[src/include/rob_cfg.svh]
`ifndef ROB_CFG_SVH
`define ROB_CFG_SVH

// buffer depth as a power of two from 4 up
`define ROB_DEPTH 8
// log2 of ROB_DEPTH
`define TAG_W 3

// architectural register file
`define NREG 32
`define REG_W 5

`define XLEN 32
`define ALEN 32

`endif

[src/design/rob_pkg.sv]
`include "rob_cfg.svh"

package rob_pkg;

    typedef logic [`TAG_W-1:0] tag_t;
    typedef logic [`REG_W-1:0] reg_idx_t;
    typedef logic [`XLEN-1:0]  word_t;
    typedef logic [`ALEN-1:0]  addr_t;

    // rd of zero means no register write
    typedef struct packed {
        logic     valid;
        reg_idx_t rd;
        logic     is_store;
        logic     is_branch;
        logic     pred_taken;
    } alloc_req_t;

    // taken is the resolved branch direction
    typedef struct packed {
        logic  valid;
        tag_t  tag;
        word_t data;
        logic  taken;
        addr_t target;
    } complete_t;

    typedef struct packed {
        logic     valid;
        reg_idx_t rd;
        word_t    data;
        tag_t     tag;
    } retire_t;

endpackage

[src/design/rename_table.sv]
`timescale 1ns/10ps
`include "rob_cfg.svh"

module rename_table (
    input  logic                clk,
    input  logic                rst,
    input  rob_pkg::alloc_req_t alloc,
    input  rob_pkg::tag_t       alloc_tag,
    input  rob_pkg::retire_t    retire,
    input  logic                flush,
    input  rob_pkg::reg_idx_t   src_reg,
    output logic                src_pending,
    output rob_pkg::tag_t       src_tag
);
    import rob_pkg::*;

    logic [`NREG-1:0] busy;
    tag_t             writer [`NREG];

    logic alloc_set;
    logic release_hit;

    // register zero never gets a writer
    assign alloc_set = alloc.valid && (alloc.rd != '0);

    // only the newest writer frees the register
    assign release_hit = retire.valid && busy[retire.rd] && (writer[retire.rd] == retire.tag);

    always_ff @(posedge clk) begin
        if (rst) begin
            busy <= '0;
        end else begin
            if (flush) begin
                busy <= '0;
            end else if (release_hit) begin
                busy[retire.rd] <= 1'b0;
            end
            // allocation after clear/release so it wins
            if (alloc_set) begin
                busy[alloc.rd] <= 1'b1;
            end
        end
    end

    always_ff @(posedge clk) begin
        if (alloc_set) begin
            writer[alloc.rd] <= alloc_tag;
        end
    end

    // stale writers are hidden during the flush cycle
    assign src_pending = busy[src_reg] & ~flush;
    assign src_tag     = writer[src_reg];

endmodule

[src/design/reorder_buffer.sv]
`timescale 1ns/10ps
`include "rob_cfg.svh"

module reorder_buffer (
    input  logic                clk,
    input  logic                rst,
    input  rob_pkg::alloc_req_t alloc,
    output rob_pkg::tag_t       alloc_tag,
    output logic                full,
    input  rob_pkg::complete_t  complete,
    input  rob_pkg::tag_t       lookup_tag,
    output logic                lookup_done,
    output rob_pkg::word_t      lookup_data,
    output rob_pkg::retire_t    retire,
    output logic                store_release,
    output rob_pkg::tag_t       store_tag,
    output logic                flush,
    output rob_pkg::addr_t      redirect_pc
);
    import rob_pkg::*;

    // per-entry state
    logic [`ROB_DEPTH-1:0] occupied;
    logic [`ROB_DEPTH-1:0] done;
    reg_idx_t              ent_rd     [`ROB_DEPTH];
    word_t                 ent_data   [`ROB_DEPTH];
    addr_t                 ent_target [`ROB_DEPTH];
    logic [`ROB_DEPTH-1:0] ent_store;
    logic [`ROB_DEPTH-1:0] ent_branch;
    logic [`ROB_DEPTH-1:0] ent_pred;
    logic [`ROB_DEPTH-1:0] ent_taken;

    tag_t          head;
    tag_t          tail;
    logic [`TAG_W:0] count;

    logic    comp_en;
    logic    head_fire;
    logic    mispredict;
    retire_t head_rec;

    assign alloc_tag = tail;
    assign full      = (count == `ROB_DEPTH);

    // results arriving in the flush cycle belong to squashed entries
    assign comp_en = complete.valid & ~flush;

    assign head_fire  = occupied[head] & done[head];
    assign mispredict = head_fire & ent_branch[head] & (ent_pred[head] != ent_taken[head]);

    // mispredicted branch with rd zero has no link write
    always_comb begin
        head_rec.valid = head_fire & ~ent_store[head] & (~mispredict | (ent_rd[head] != '0));
        head_rec.rd    = ent_rd[head];
        head_rec.data  = ent_data[head];
        head_rec.tag   = head;
    end

    assign lookup_done = occupied[lookup_tag] & done[lookup_tag];
    assign lookup_data = ent_data[lookup_tag];

    always_ff @(posedge clk) begin
        if (rst) begin
            occupied      <= '0;
            done          <= '0;
            head          <= '0;
            tail          <= '0;
            count         <= '0;
            retire        <= '0;
            store_release <= 1'b0;
            flush         <= 1'b0;
        end else begin
            retire        <= head_rec;
            store_release <= head_fire & ent_store[head];
            flush         <= mispredict;

            if (mispredict) begin
                // squash everything including the younger allocation
                occupied <= '0;
                done     <= '0;
                head     <= '0;
                tail     <= '0;
                count    <= '0;
            end else begin
                if (comp_en) begin
                    done[complete.tag] <= 1'b1;
                end
                if (head_fire) begin
                    occupied[head] <= 1'b0;
                    head           <= head + `TAG_W'(1);
                end
                if (alloc.valid) begin
                    occupied[tail] <= 1'b1;
                    done[tail]     <= 1'b0;
                    tail           <= tail + `TAG_W'(1);
                end
                count <= count + {`TAG_W'(0), alloc.valid} - {`TAG_W'(0), head_fire};
            end
        end
    end

    always_ff @(posedge clk) begin
        if (alloc.valid) begin
            ent_rd[tail]     <= alloc.rd;
            ent_store[tail]  <= alloc.is_store;
            ent_branch[tail] <= alloc.is_branch;
            ent_pred[tail]   <= alloc.pred_taken;
        end
        if (comp_en) begin
            ent_data[complete.tag]   <= complete.data;
            ent_taken[complete.tag]  <= complete.taken;
            ent_target[complete.tag] <= complete.target;
        end
        // qualified by store_release / flush
        if (head_fire) begin
            store_tag   <= head;
            redirect_pc <= ent_target[head];
        end
    end

endmodule

[src/design/arch_regfile.sv]
`timescale 1ns/10ps
`include "rob_cfg.svh"

module arch_regfile (
    input  logic              clk,
    input  logic              rst,
    input  rob_pkg::retire_t  retire,
    input  rob_pkg::reg_idx_t rd_addr,
    output rob_pkg::word_t    rd_data
);

    logic [`XLEN-1:0] regs [`NREG];
    logic             wr_en;

    // x0 stays zero
    assign wr_en = retire.valid && (retire.rd != '0);

    always_ff @(posedge clk) begin
        if (rst) begin
            for (int i = 0; i < `NREG; i++) begin
                regs[i] <= '0;
            end
        end else if (wr_en) begin
            regs[retire.rd] <= retire.data;
        end
    end

    assign rd_data = regs[rd_addr];

endmodule

[src/design/rob_core.sv]
`timescale 1ns/10ps

module rob_core (
    input  logic                clk,
    input  logic                rst,
    input  rob_pkg::alloc_req_t alloc,
    output rob_pkg::tag_t       alloc_tag,
    input  rob_pkg::complete_t  complete,
    input  rob_pkg::reg_idx_t   src_reg,
    output logic                src_busy,
    output rob_pkg::tag_t       src_tag,
    output rob_pkg::word_t      src_data,
    output rob_pkg::retire_t    retire,
    output logic                store_release,
    output rob_pkg::tag_t       store_tag,
    output logic                flush,
    output rob_pkg::addr_t      redirect_pc,
    output logic                full
);
    import rob_pkg::*;

    logic  tbl_pending;
    tag_t  tbl_tag;
    logic  rob_done;
    word_t rob_data;
    word_t rf_data;
    logic  ret_hit;

    reorder_buffer rob0 (
        .clk          (clk),
        .rst          (rst),
        .alloc        (alloc),
        .alloc_tag    (alloc_tag),
        .full         (full),
        .complete     (complete),
        .lookup_tag   (tbl_tag),
        .lookup_done  (rob_done),
        .lookup_data  (rob_data),
        .retire       (retire),
        .store_release(store_release),
        .store_tag    (store_tag),
        .flush        (flush),
        .redirect_pc  (redirect_pc)
    );

    rename_table rt0 (
        .clk        (clk),
        .rst        (rst),
        .alloc      (alloc),
        .alloc_tag  (alloc_tag),
        .retire     (retire),
        .flush      (flush),
        .src_reg    (src_reg),
        .src_pending(tbl_pending),
        .src_tag    (tbl_tag)
    );

    arch_regfile rf0 (
        .clk    (clk),
        .rst    (rst),
        .retire (retire),
        .rd_addr(src_reg),
        .rd_data(rf_data)
    );

    // retire record is in flight to the register file this cycle
    assign ret_hit = retire.valid && (retire.rd == src_reg) &&
                     (!tbl_pending || (tbl_tag == retire.tag));

    always_comb begin
        src_busy = 1'b0;
        src_tag  = tbl_tag;
        src_data = rf_data;
        if (src_reg == '0) begin
            src_data = '0;
        end else if (ret_hit) begin
            src_data = retire.data;
        end else if (tbl_pending) begin
            if (rob_done) begin
                src_data = rob_data;
            end else begin
                src_busy = 1'b1;
            end
        end
    end

endmodule

[config.mk]
export PLATFORM = sky130hd
export DESIGN_NAME = rob_core
export DESIGN_NICKNAME = d
export VERILOG_FILES = /design/src/design/rob_pkg.sv /design/src/design/rename_table.sv /design/src/design/reorder_buffer.sv /design/src/design/arch_regfile.sv /design/src/design/rob_core.sv
export VERILOG_INCLUDE_DIRS = /design/src /design/src/include
export SDC_FILE = /design/constraint.sdc
export NUM_CORES = 2
export LEC_CHECK = 0
export BUFFER_PORTS_ARGS = -buffer_cell sky130_fd_sc_hd__buf_4
export CAP_MARGIN = 20
export CORE_ASPECT_RATIO = 0.5
export CORE_MARGIN = 5
export CORE_UTILIZATION = 40
export DETAILED_ROUTE_END_ITERATION = 10
export PLACE_DENSITY = 0.55
export SLEW_MARGIN = 20
export SYNTH_ARGS = -nofsm -noshare
export SYNTH_HDL_FRONTEND = slang
export SYNTH_SLANG_ARGS = --single-unit
[constraint.sdc]
create_clock -name clk -period 6.6 [get_ports clk]
set_clock_uncertainty 0.15 [all_clocks]
set_input_delay 0.66 -clock clk [delete_from_list [all_inputs] [get_ports clk]]
set_output_delay 0.66 -clock clk [all_outputs]
set_load 0.005 [all_outputs]
; ---- Word level (Yosys, flattened, before mapping)
; Memories as Yosys holds them, arrays and structs flattened. A register that Yosys moved wholly into a read port is not among the register bits.
; Cells that the tools add are included.
[totals]
register_bits = 104
ramBits = 1672
output_inout_bits = 118
elab_cells = 154
mem_count = 5
[classes]
addsub = 4
n_lt_le_gt_ge = 12
n_eq_ne = 5
n_mux = 71
n_bitwise = 22
n_reduce_logical = 19
[mem_list]
columns = name, words, width, read_ports, rd_ports_with_merged_regs, wr, line_no
row1 = rf0.regs, 32, 32, 1, 0, 32, arch_regfile.sv:12  ; logic [`XLEN-1:0] regs [`NREG];
row2 = rob0.ent_data, 8, 32, 2, 1, 1, reorder_buffer.sv:26  ; word_t ent_data [`ROB_DEPTH];
row3 = rob0.ent_target, 8, 32, 1, 1, 1, reorder_buffer.sv:27  ; addr_t ent_target [`ROB_DEPTH];
row4 = rt0.writer, 32, 3, 2, 1, 1, rename_table.sv:18  ; tag_t writer [`NREG];
row5 = rob0.ent_rd, 8, 5, 1, 1, 1, reorder_buffer.sv:25  ; reg_idx_t ent_rd [`ROB_DEPTH];
[op_table]
columns = cell, n
row1 = 32-bit 2-to-1 mux, 9
row2 = 8-bit 2-to-1 mux, 8
row3 = 32-bit bitwise AND, 1
row4 = 8-bit bitwise mux, 4
row5 = 32-bit inverter, 1
row6 = 32-bit OR, 1
row7 = 32-bit OR reduction, 1
row8 = 1-bit 2-to-1 mux, 31
row9 = 1-bit binary-select mux with 3-bit select, 8
row10 = 5-bit by 6-bit less-than comparator with 1-bit output (second input constant), 3
row11 = 8-bit bitwise AND, 2
row12 = 3-bit by 4-bit less-than comparator with 1-bit output (second input constant), 4
row13 = 8-bit inverter, 2
row14 = 8-bit OR, 2
row15 = 5-bit nonzero test, 3
row16 = 1-bit logical AND, 11
row17 = 1-bit binary-select mux with 5-bit select, 2
row18 = 1-bit demux with 5-bit select, 2
row19 = 5-bit by 1-bit >= comparator with 1-bit output (second input constant), 2
row20 = 5-bit 2-to-1 mux, 2
row21 = 1-bit bitwise AND, 9
row22 = 1-bit demux with 3-bit select, 3
row23 = 3-bit by 1-bit >= comparator with 1-bit output (second input constant), 3
row24 = 3-bit by 1-bit adder with 3-bit output (second input constant), 2
row25 = 13 further kinds, 17

; ---- Longest topological paths before layout
[logic_depth]
depth_word = 11
ltp_mapped = 14
depth_no_buf = 12

; ---- By module
; From an unflattened synthesis, not the netlist that was laid out.
[hier_totals]
cells_unflattened = 5397
area_unflattened_um2 = 82646.8
[by_module_without_submodules]
columns = mod, n_inst, cells_each, area_each_um2
row1 = arch_regfile, 1, 3447, 47270.3
row2 = reorder_buffer, 1, 1267, 27256.1
row3 = rename_table, 1, 551, 7030.5
row4 = rob_core, 1, 132, 1089.8

; ---- Worst setup path before layout
; Ideal clock, no wire load.
[synth_path]
path_type = input -> register
start = in complete[65] in the netlist's numbering
end = mem rob0.ent_data[0][0] in the netlist's numbering (enable)
t_arrival_ps = 5298
t_required_ps = 5879
setup_slack_ps = 580
path_stages = 3
n_path_buf = 0
path_cell_list = inv_1 > nand3_1 > nor3_1
[synth_rtl]
columns = item, line_no
row1 = "start, declared", rob_core.sv:8  ; input rob_pkg::complete_t complete,
row2 = "end, declared", reorder_buffer.sv:26
; Straight into the memory's write port.

; ---- Final worst setup path
[layout_path]
start = in src_reg[1]
end = out src_data[25]
[layout_between]
elab_chain_cells = 8
word_cells_on_any_way = 22
cone_classes = eq/ne: 2 / mux: 10 / bitwise: 2 / reduce/logical: 5 / memory: 3
[layout_rtl]
columns = item, line_no
row1 = "start, declared", rob_core.sv:9  ; input rob_pkg::reg_idx_t src_reg,
row2 = memory 32 x 3 bit / 1-bit binary-select mux with 5-bit select (equally long branches), -
row3 = 1-bit binary-select mux with 3-bit select / 1-bit 2-to-1 mux (equally long branches), "reorder_buffer.sv:59, rename_table.sv:52"
row4 = 1-bit 2-to-1 mux (implied by the code) / 1-bit bitwise AND (equally long branches), "reorder_buffer.sv:59, rename_table.sv:52"
row5 = 1-bit bitwise AND / 1-bit zero test (equally long branches), "reorder_buffer.sv:59, rob_core.sv:68"
row6 = 32-bit 2-to-1 mux / 1-bit logical OR (equally long branches), "rob_core.sv:79, rob_core.sv:68"
row7 = 32-bit 2-to-1 mux / 1-bit logical AND (equally long branches), "rob_core.sv:78, rob_core.sv:67"
row8 = 32-bit 2-to-1 mux, rob_core.sv:76  ; end else if (ret_hit) begin
row9 = 32-bit 2-to-1 mux *, rob_core.sv:74  ; if (src_reg == '0) begin
row10 = "end, declared", rob_core.sv:12  ; output rob_pkg::word_t src_data,
; Every way passes the cells marked *; elsewhere a longest branch is shown, timed or not. The select of a mux whose other input is x is not followed.

==> impl_summary.txt <==
----------------------------------------------------
[Clocking]
  CTS clock-pin slew for the worst setup and hold paths ... 0.06 ns
  Resized Gates After CTS ... 0
  CTS Sinks ... 1843
  Insertion delay of the later-clocked pin in the worst-skew pair ... 0.80 ns
  CTS buffer count ... 180
  H-tree level count ... 4
  CTS tree ... yes
  Root buffer cell ... sky130_fd_sc_hd__clkbuf_16
  Bufs on Longest Clock Path ... 4

[Setup path]
  Startpoint kind of the worst setup timing path ... input port
  Reg-to-reg endpoint ... rt0.busy[25]$_SDFF_PP0_
  Critical path peak fanout ... 59
  Worst r2r path cells ... 9
  Kind of critical path ... input port to output port
  Worst EP required ... 5.79 ns
  Largest incremental delay on the critical path ... 0.79 ns
  Startpoint of the lowest-slack register-to-register path ... rob0.retire[35]$_SDFF_PP0_
  CP Cell Sequence ... buf_8, mux4_2, mux4_2, mux2i_4, mux2i_1, or3_1, nand4_2, buf_4, a211oi_1, a221o_1, buf_4
  Type of destination of the critical path ... output port
  Crit path max-delay cell type ... sky130_fd_sc_hd__a211oi_1
  Flop2flop setup slack ... 2.03 ns
  Arrival time of the worst setup path ... 5.11 ns

[STA]
  RSZ-0062 raised after global routing ... no
  Least setup slack across all paths after layout ... 0.676 ns
  Final worst-path cycle share ... 89.8%
  Period minus WS final ... 5.92 ns
  Max Clock Freq ... 0.169 GHz
  Slew of the pin with the lowest slew margin ... 1.16 ns
  Worst Hold Margin ... 0.0847 ns
  Final hold violations ... 0
  Final-report max-slew violation count ... 0
  Count of endpoints failing setup in the final report ... 0
  Final sum of negative setup slack ... 0 ns
  Worst relative slew slack ... 22.8%

[Finish]
  Layout Utilization ... 45.9%
  Total number of nets in the final design ... 5199
  Filler instances ... 17200
  Share of layout cells above drive strength 1 ... 24.7%
  Area grow syn2layout ... 14.0%
  Post-route cell area ... 92100 um^2

[GRT]
  Antenna violations before repair ... 23
  Vias in the first global route ... 47500
  Total grt overflow ... 0
  Largest net degree at the start of global routing ... 98
  Global-route total usage across every layer ... 22.5%
  First-pass GRT wire length ... 345000 um

[Place]
  Worst slack at placement ... 0.677 ns
  Number of buffer cells added on primary ports ... 202
  Global placer's final weighted congestion ... 0.829
  Detailed placer's ending HPWL ... 137000 um
  Placed Area ... 85800 um^2

[Power]
  Part of the total power dissipated in the clock network ... 40.0%
  Sequential share of power ... 52.6%
  Peak supply drop ... 0.000203 V
  Leakage power ... 31.4 nW
  Proportion of power drawn by combinational gates ... 7.3%
  P_int ... 19.4 mW
  Pwr Density ... 272 nW/um^2
  Net switching power ... 5.65 mW
  Switching share of power ... 22.5%

[Route]
  Vias per std cell ... 5.76
  Iter 0 DRT Violations ... 5629
  Detailed Routing Iterations Pass 1 ... 6
  Post-route DRC violation count ... 0
  Wire length after detailed routing ... 242000 um
  Total via count in the routed design ... 45900
  DRT antenna net count ... 0
  Post-detailed-route wirelength per cell ... 30.4 um

[Worst hold path]
  Kind of path behind the tightest hold check ... input port to flop
  Hold Startpoint ... alloc[5]
  Hold path depth ... 1
  Destination of the worst hold path ... rob0.ent_rd[0][2]$_DFFE_PP_

[Synthesis]
  Synthesis-stage register bit count ... 1843
  Instance count of the mapped netlist ... 4879
  Portion of the post-synthesis area used by sequential elements ... 67.2%
  Count of yosys warnings during synthesis ... 0
  Post-synth EDFFs ... 1739
  Cell area after technology mapping ... 80800 um^2
  Mean post-synth cell area ... 16.6 um^2
  Primary FF master, synth ... sky130_fd_sc_hd__edfxtp_1
  Library cells used by synthesis ... 58
  Fraction of registers with async set/reset ... 0%

[Floorplanning]
  Die Width ... 645 um
  Num rows ... 116
  Full die area ... 212000 um^2
  Vertical extent of the die ... 328 um
  Ports placed on the boundary ... 203
  Starting utilization of the core area ... 40.3%
  Core region area ... 200000 um^2

[Run status]
  Run status ... completed

[Flow run]
  Number of maximum-capacitance violations ... 0

----------------------------------------------------
cells in the mapped netlist (4+ instances only):
| library cell | number | area (um^2) |
|---|---|---|
| sky130_fd_sc_hd__edfxtp_1 | 1739 | 52200 |
| sky130_fd_sc_hd__and2_1 | 993 | 6210 |
| sky130_fd_sc_hd__mux4_2 | 534 | 12000 |
| sky130_fd_sc_hd__clkbuf_1 | 332 | 1250 |
| sky130_fd_sc_hd__nand2_1 | 251 | 942 |
| sky130_fd_sc_hd__nor2_1 | 143 | 537 |
| sky130_fd_sc_hd__dfxtp_1 | 104 | 2080 |
| sky130_fd_sc_hd__a211oi_1 | 96 | 721 |
| sky130_fd_sc_hd__nand3_1 | 81 | 405 |
| sky130_fd_sc_hd__a21oi_1 | 76 | 380 |
| sky130_fd_sc_hd__mux2_2 | 68 | 766 |
| sky130_fd_sc_hd__o21ai_0 | 48 | 240 |
| sky130_fd_sc_hd__buf_1 | 44 | 165 |
| sky130_fd_sc_hd__buf_2 | 38 | 190 |
| sky130_fd_sc_hd__o211ai_1 | 34 | 255 |
| sky130_fd_sc_hd__a21boi_0 | 32 | 240 |
| sky130_fd_sc_hd__a221o_1 | 32 | 320 |
| sky130_fd_sc_hd__a311o_1 | 32 | 320 |
| sky130_fd_sc_hd__or2_2 | 31 | 194 |
| sky130_fd_sc_hd__inv_1 | 21 | 78.8 |
| sky130_fd_sc_hd__a22oi_1 | 16 | 120 |
| sky130_fd_sc_hd__mux2i_1 | 13 | 130 |
| sky130_fd_sc_hd__xor2_1 | 12 | 105 |
| sky130_fd_sc_hd__nand2b_1 | 9 | 56.3 |
| sky130_fd_sc_hd__nand3b_1 | 9 | 67.6 |
| sky130_fd_sc_hd__nor3_1 | 9 | 45.0 |
| sky130_fd_sc_hd__buf_4 | 8 | 60.1 |
| sky130_fd_sc_hd__ha_1 | 7 | 87.6 |
| sky130_fd_sc_hd__nand4_1 | 6 | 37.5 |
| sky130_fd_sc_hd__nor2b_1 | 6 | 37.5 |
| sky130_fd_sc_hd__and3_1 | 5 | 31.3 |
| sky130_fd_sc_hd__or3b_2 | 5 | 43.8 |
| sky130_fd_sc_hd__buf_6 | 4 | 45.0 |
| sky130_fd_sc_hd__or3_1 | 4 | 25.0 |
cell type report:
cell class                 count  area (um^2)  share of cell area (%)
multi-input combinational   2621        25100                    27.3
clock buffer                 240         4850                    5.27
sequential                  1843        54300                    59.0
clock inverter                77          677                   0.735
timing repair buffer         437         3600                    3.91
tap                         2714         3400                    3.69
antenna                       10         25.0                  0.0272
inverter                      23         88.8                  0.0965
through the flow:
step | std cells | power, mW
after global routing | 7959 | 25.9
after detailed placement | 7567 | 15.2
after floorplan | 4913 | 14.4
after CTS | 7954 | 25.3
after global placement | 7567 | 15.2
final | 7965 | 25.1
worst max-delay path by stage:
stage	start	endpoint	slack, ns	cells past startpoint
after floorplan	complete[65]	rob0.ent_data[0][0]$_DFFE_PP_	0.58	3
after global placement	src_reg[1]	src_data[29]	0.79	11
after detailed placement	src_reg[1]	src_data[25]	0.68	11
after CTS	rt0.writer[7][0]$_DFFE_PP_	src_data[25]	0.68	10
after global routing	src_reg[1]	src_data[29]	0.58	11
final	src_reg[1]	src_data[25]	0.68	11
worst max-delay path: cells and delay by family:
kind	cells	cell delay (ns)
multiplexers	4	1.80
AO/OA/AOI/OAI	2	1.14
AND/OR/NAND/NOR	2	0.47
buffers and inverters	3	1.00
cell families (layout without fill, tap and decap cells):
group	count (synthesis)	after routing	share of synthesized area, %
AO/OA/AOI/OAI	382	382	3.39
flip-flops	1843	1843	67.2
other	1	45	0.00464
multiplexers	616	616	16.0
buffers and inverters	449	777	2.22
XOR/XNOR	15	15	0.163
adder cells (fa/ha/maj)	8	8	0.133
AND/OR/NAND/NOR	1565	1565	10.8
state kept, by name (all words and copies together), names as in the netlist, 3 cells and up, named ones only:
| register | cells |
|---|---|
| rf0.regs | 1024 |
| rob0.redirect_pc | 32 |
| rt0.writer | 96 |
| rob0.alloc_tag | 3 |
| rob0.count | 4 |
| rob0.occupied | 8 |
| rob0.ent_store | 8 |
| rob0.head | 3 |
| rob0.retire | 41 |
| rob0.store_tag | 3 |
| rob0.ent_branch | 8 |
| rob0.ent_taken | 8 |
| rob0.ent_rd | 40 |
| rob0.ent_target | 256 |
| rt0.busy | 32 |
| rob0.ent_data | 256 |
| rob0.ent_pred | 8 |
| rob0.done | 8 |
power by group through the flow:
stage | logic [mW] | registers (mW) | clock network, mW
final | 1.84 | 13.2 | 10.0
after global routing | 1.93 | 13.2 | 10.7
after CTS | 1.85 | 13.2 | 10.2
after detailed placement | 1.80 | 13.4 | 0
after global placement | 1.78 | 13.4 | 0
after floorplan | 1.03 | 13.4 | 0
repair_timing:
| action | in CTS | in global routing |
|---|---|---|
| endpoints found under the hold margin | 560 | 0 |
| hold buffers | 70 | 0 |
| buffers inserted | 0 | 0 |
cells in the final DEF, fill, tap and decap left out, types with 6 or more instances in the layout:
cell,instances
sky130_fd_sc_hd__buf_4,353
sky130_fd_sc_hd__o211ai_1,34
sky130_fd_sc_hd__o21ai_0,48
sky130_fd_sc_hd__edfxtp_1,1739
sky130_fd_sc_hd__mux4_2,534
sky130_fd_sc_hd__buf_12,10
sky130_fd_sc_hd__or2_2,28
sky130_fd_sc_hd__a211oi_1,96
sky130_fd_sc_hd__ha_1,7
sky130_fd_sc_hd__nor2_4,25
sky130_fd_sc_hd__clkbuf_1,52
sky130_fd_sc_hd__inv_1,20
sky130_fd_sc_hd__clkinv_2,25
sky130_fd_sc_hd__nor2b_1,6
sky130_fd_sc_hd__nand3b_1,9
sky130_fd_sc_hd__mux2_2,68
sky130_fd_sc_hd__a221o_1,32
sky130_fd_sc_hd__nor3_1,7
sky130_fd_sc_hd__a311o_1,32
sky130_fd_sc_hd__conb_1,35
sky130_fd_sc_hd__nor2_2,13
sky130_fd_sc_hd__and2_1,993
sky130_fd_sc_hd__xor2_1,12
sky130_fd_sc_hd__diode_2,10
sky130_fd_sc_hd__nand2_1,250
sky130_fd_sc_hd__dfxtp_1,99
sky130_fd_sc_hd__mux2i_1,13
sky130_fd_sc_hd__a22oi_1,16
sky130_fd_sc_hd__nand2b_1,9
sky130_fd_sc_hd__a21boi_0,32
sky130_fd_sc_hd__nand3_1,81
sky130_fd_sc_hd__bufinv_16,12
sky130_fd_sc_hd__nor2_1,105
sky130_fd_sc_hd__clkbuf_16,184
sky130_fd_sc_hd__clkinv_1,34
sky130_fd_sc_hd__nand4_1,6
sky130_fd_sc_hd__dlygate4sd3_1,70
sky130_fd_sc_hd__a21oi_1,76
routing by layer:
metal  part of all wire, %  vias to the layer above  global-route usage, %
li1                      -                    19100                      -
met1                    41                    24300                   30.6
met2                    49                     1951                   37.6
met3                   7.2                      444                   3.56
met4                   3.1                        2                   6.65
met5                0.0029                        -                      0
Note: power is estimated with default switching activity, not from simulation.
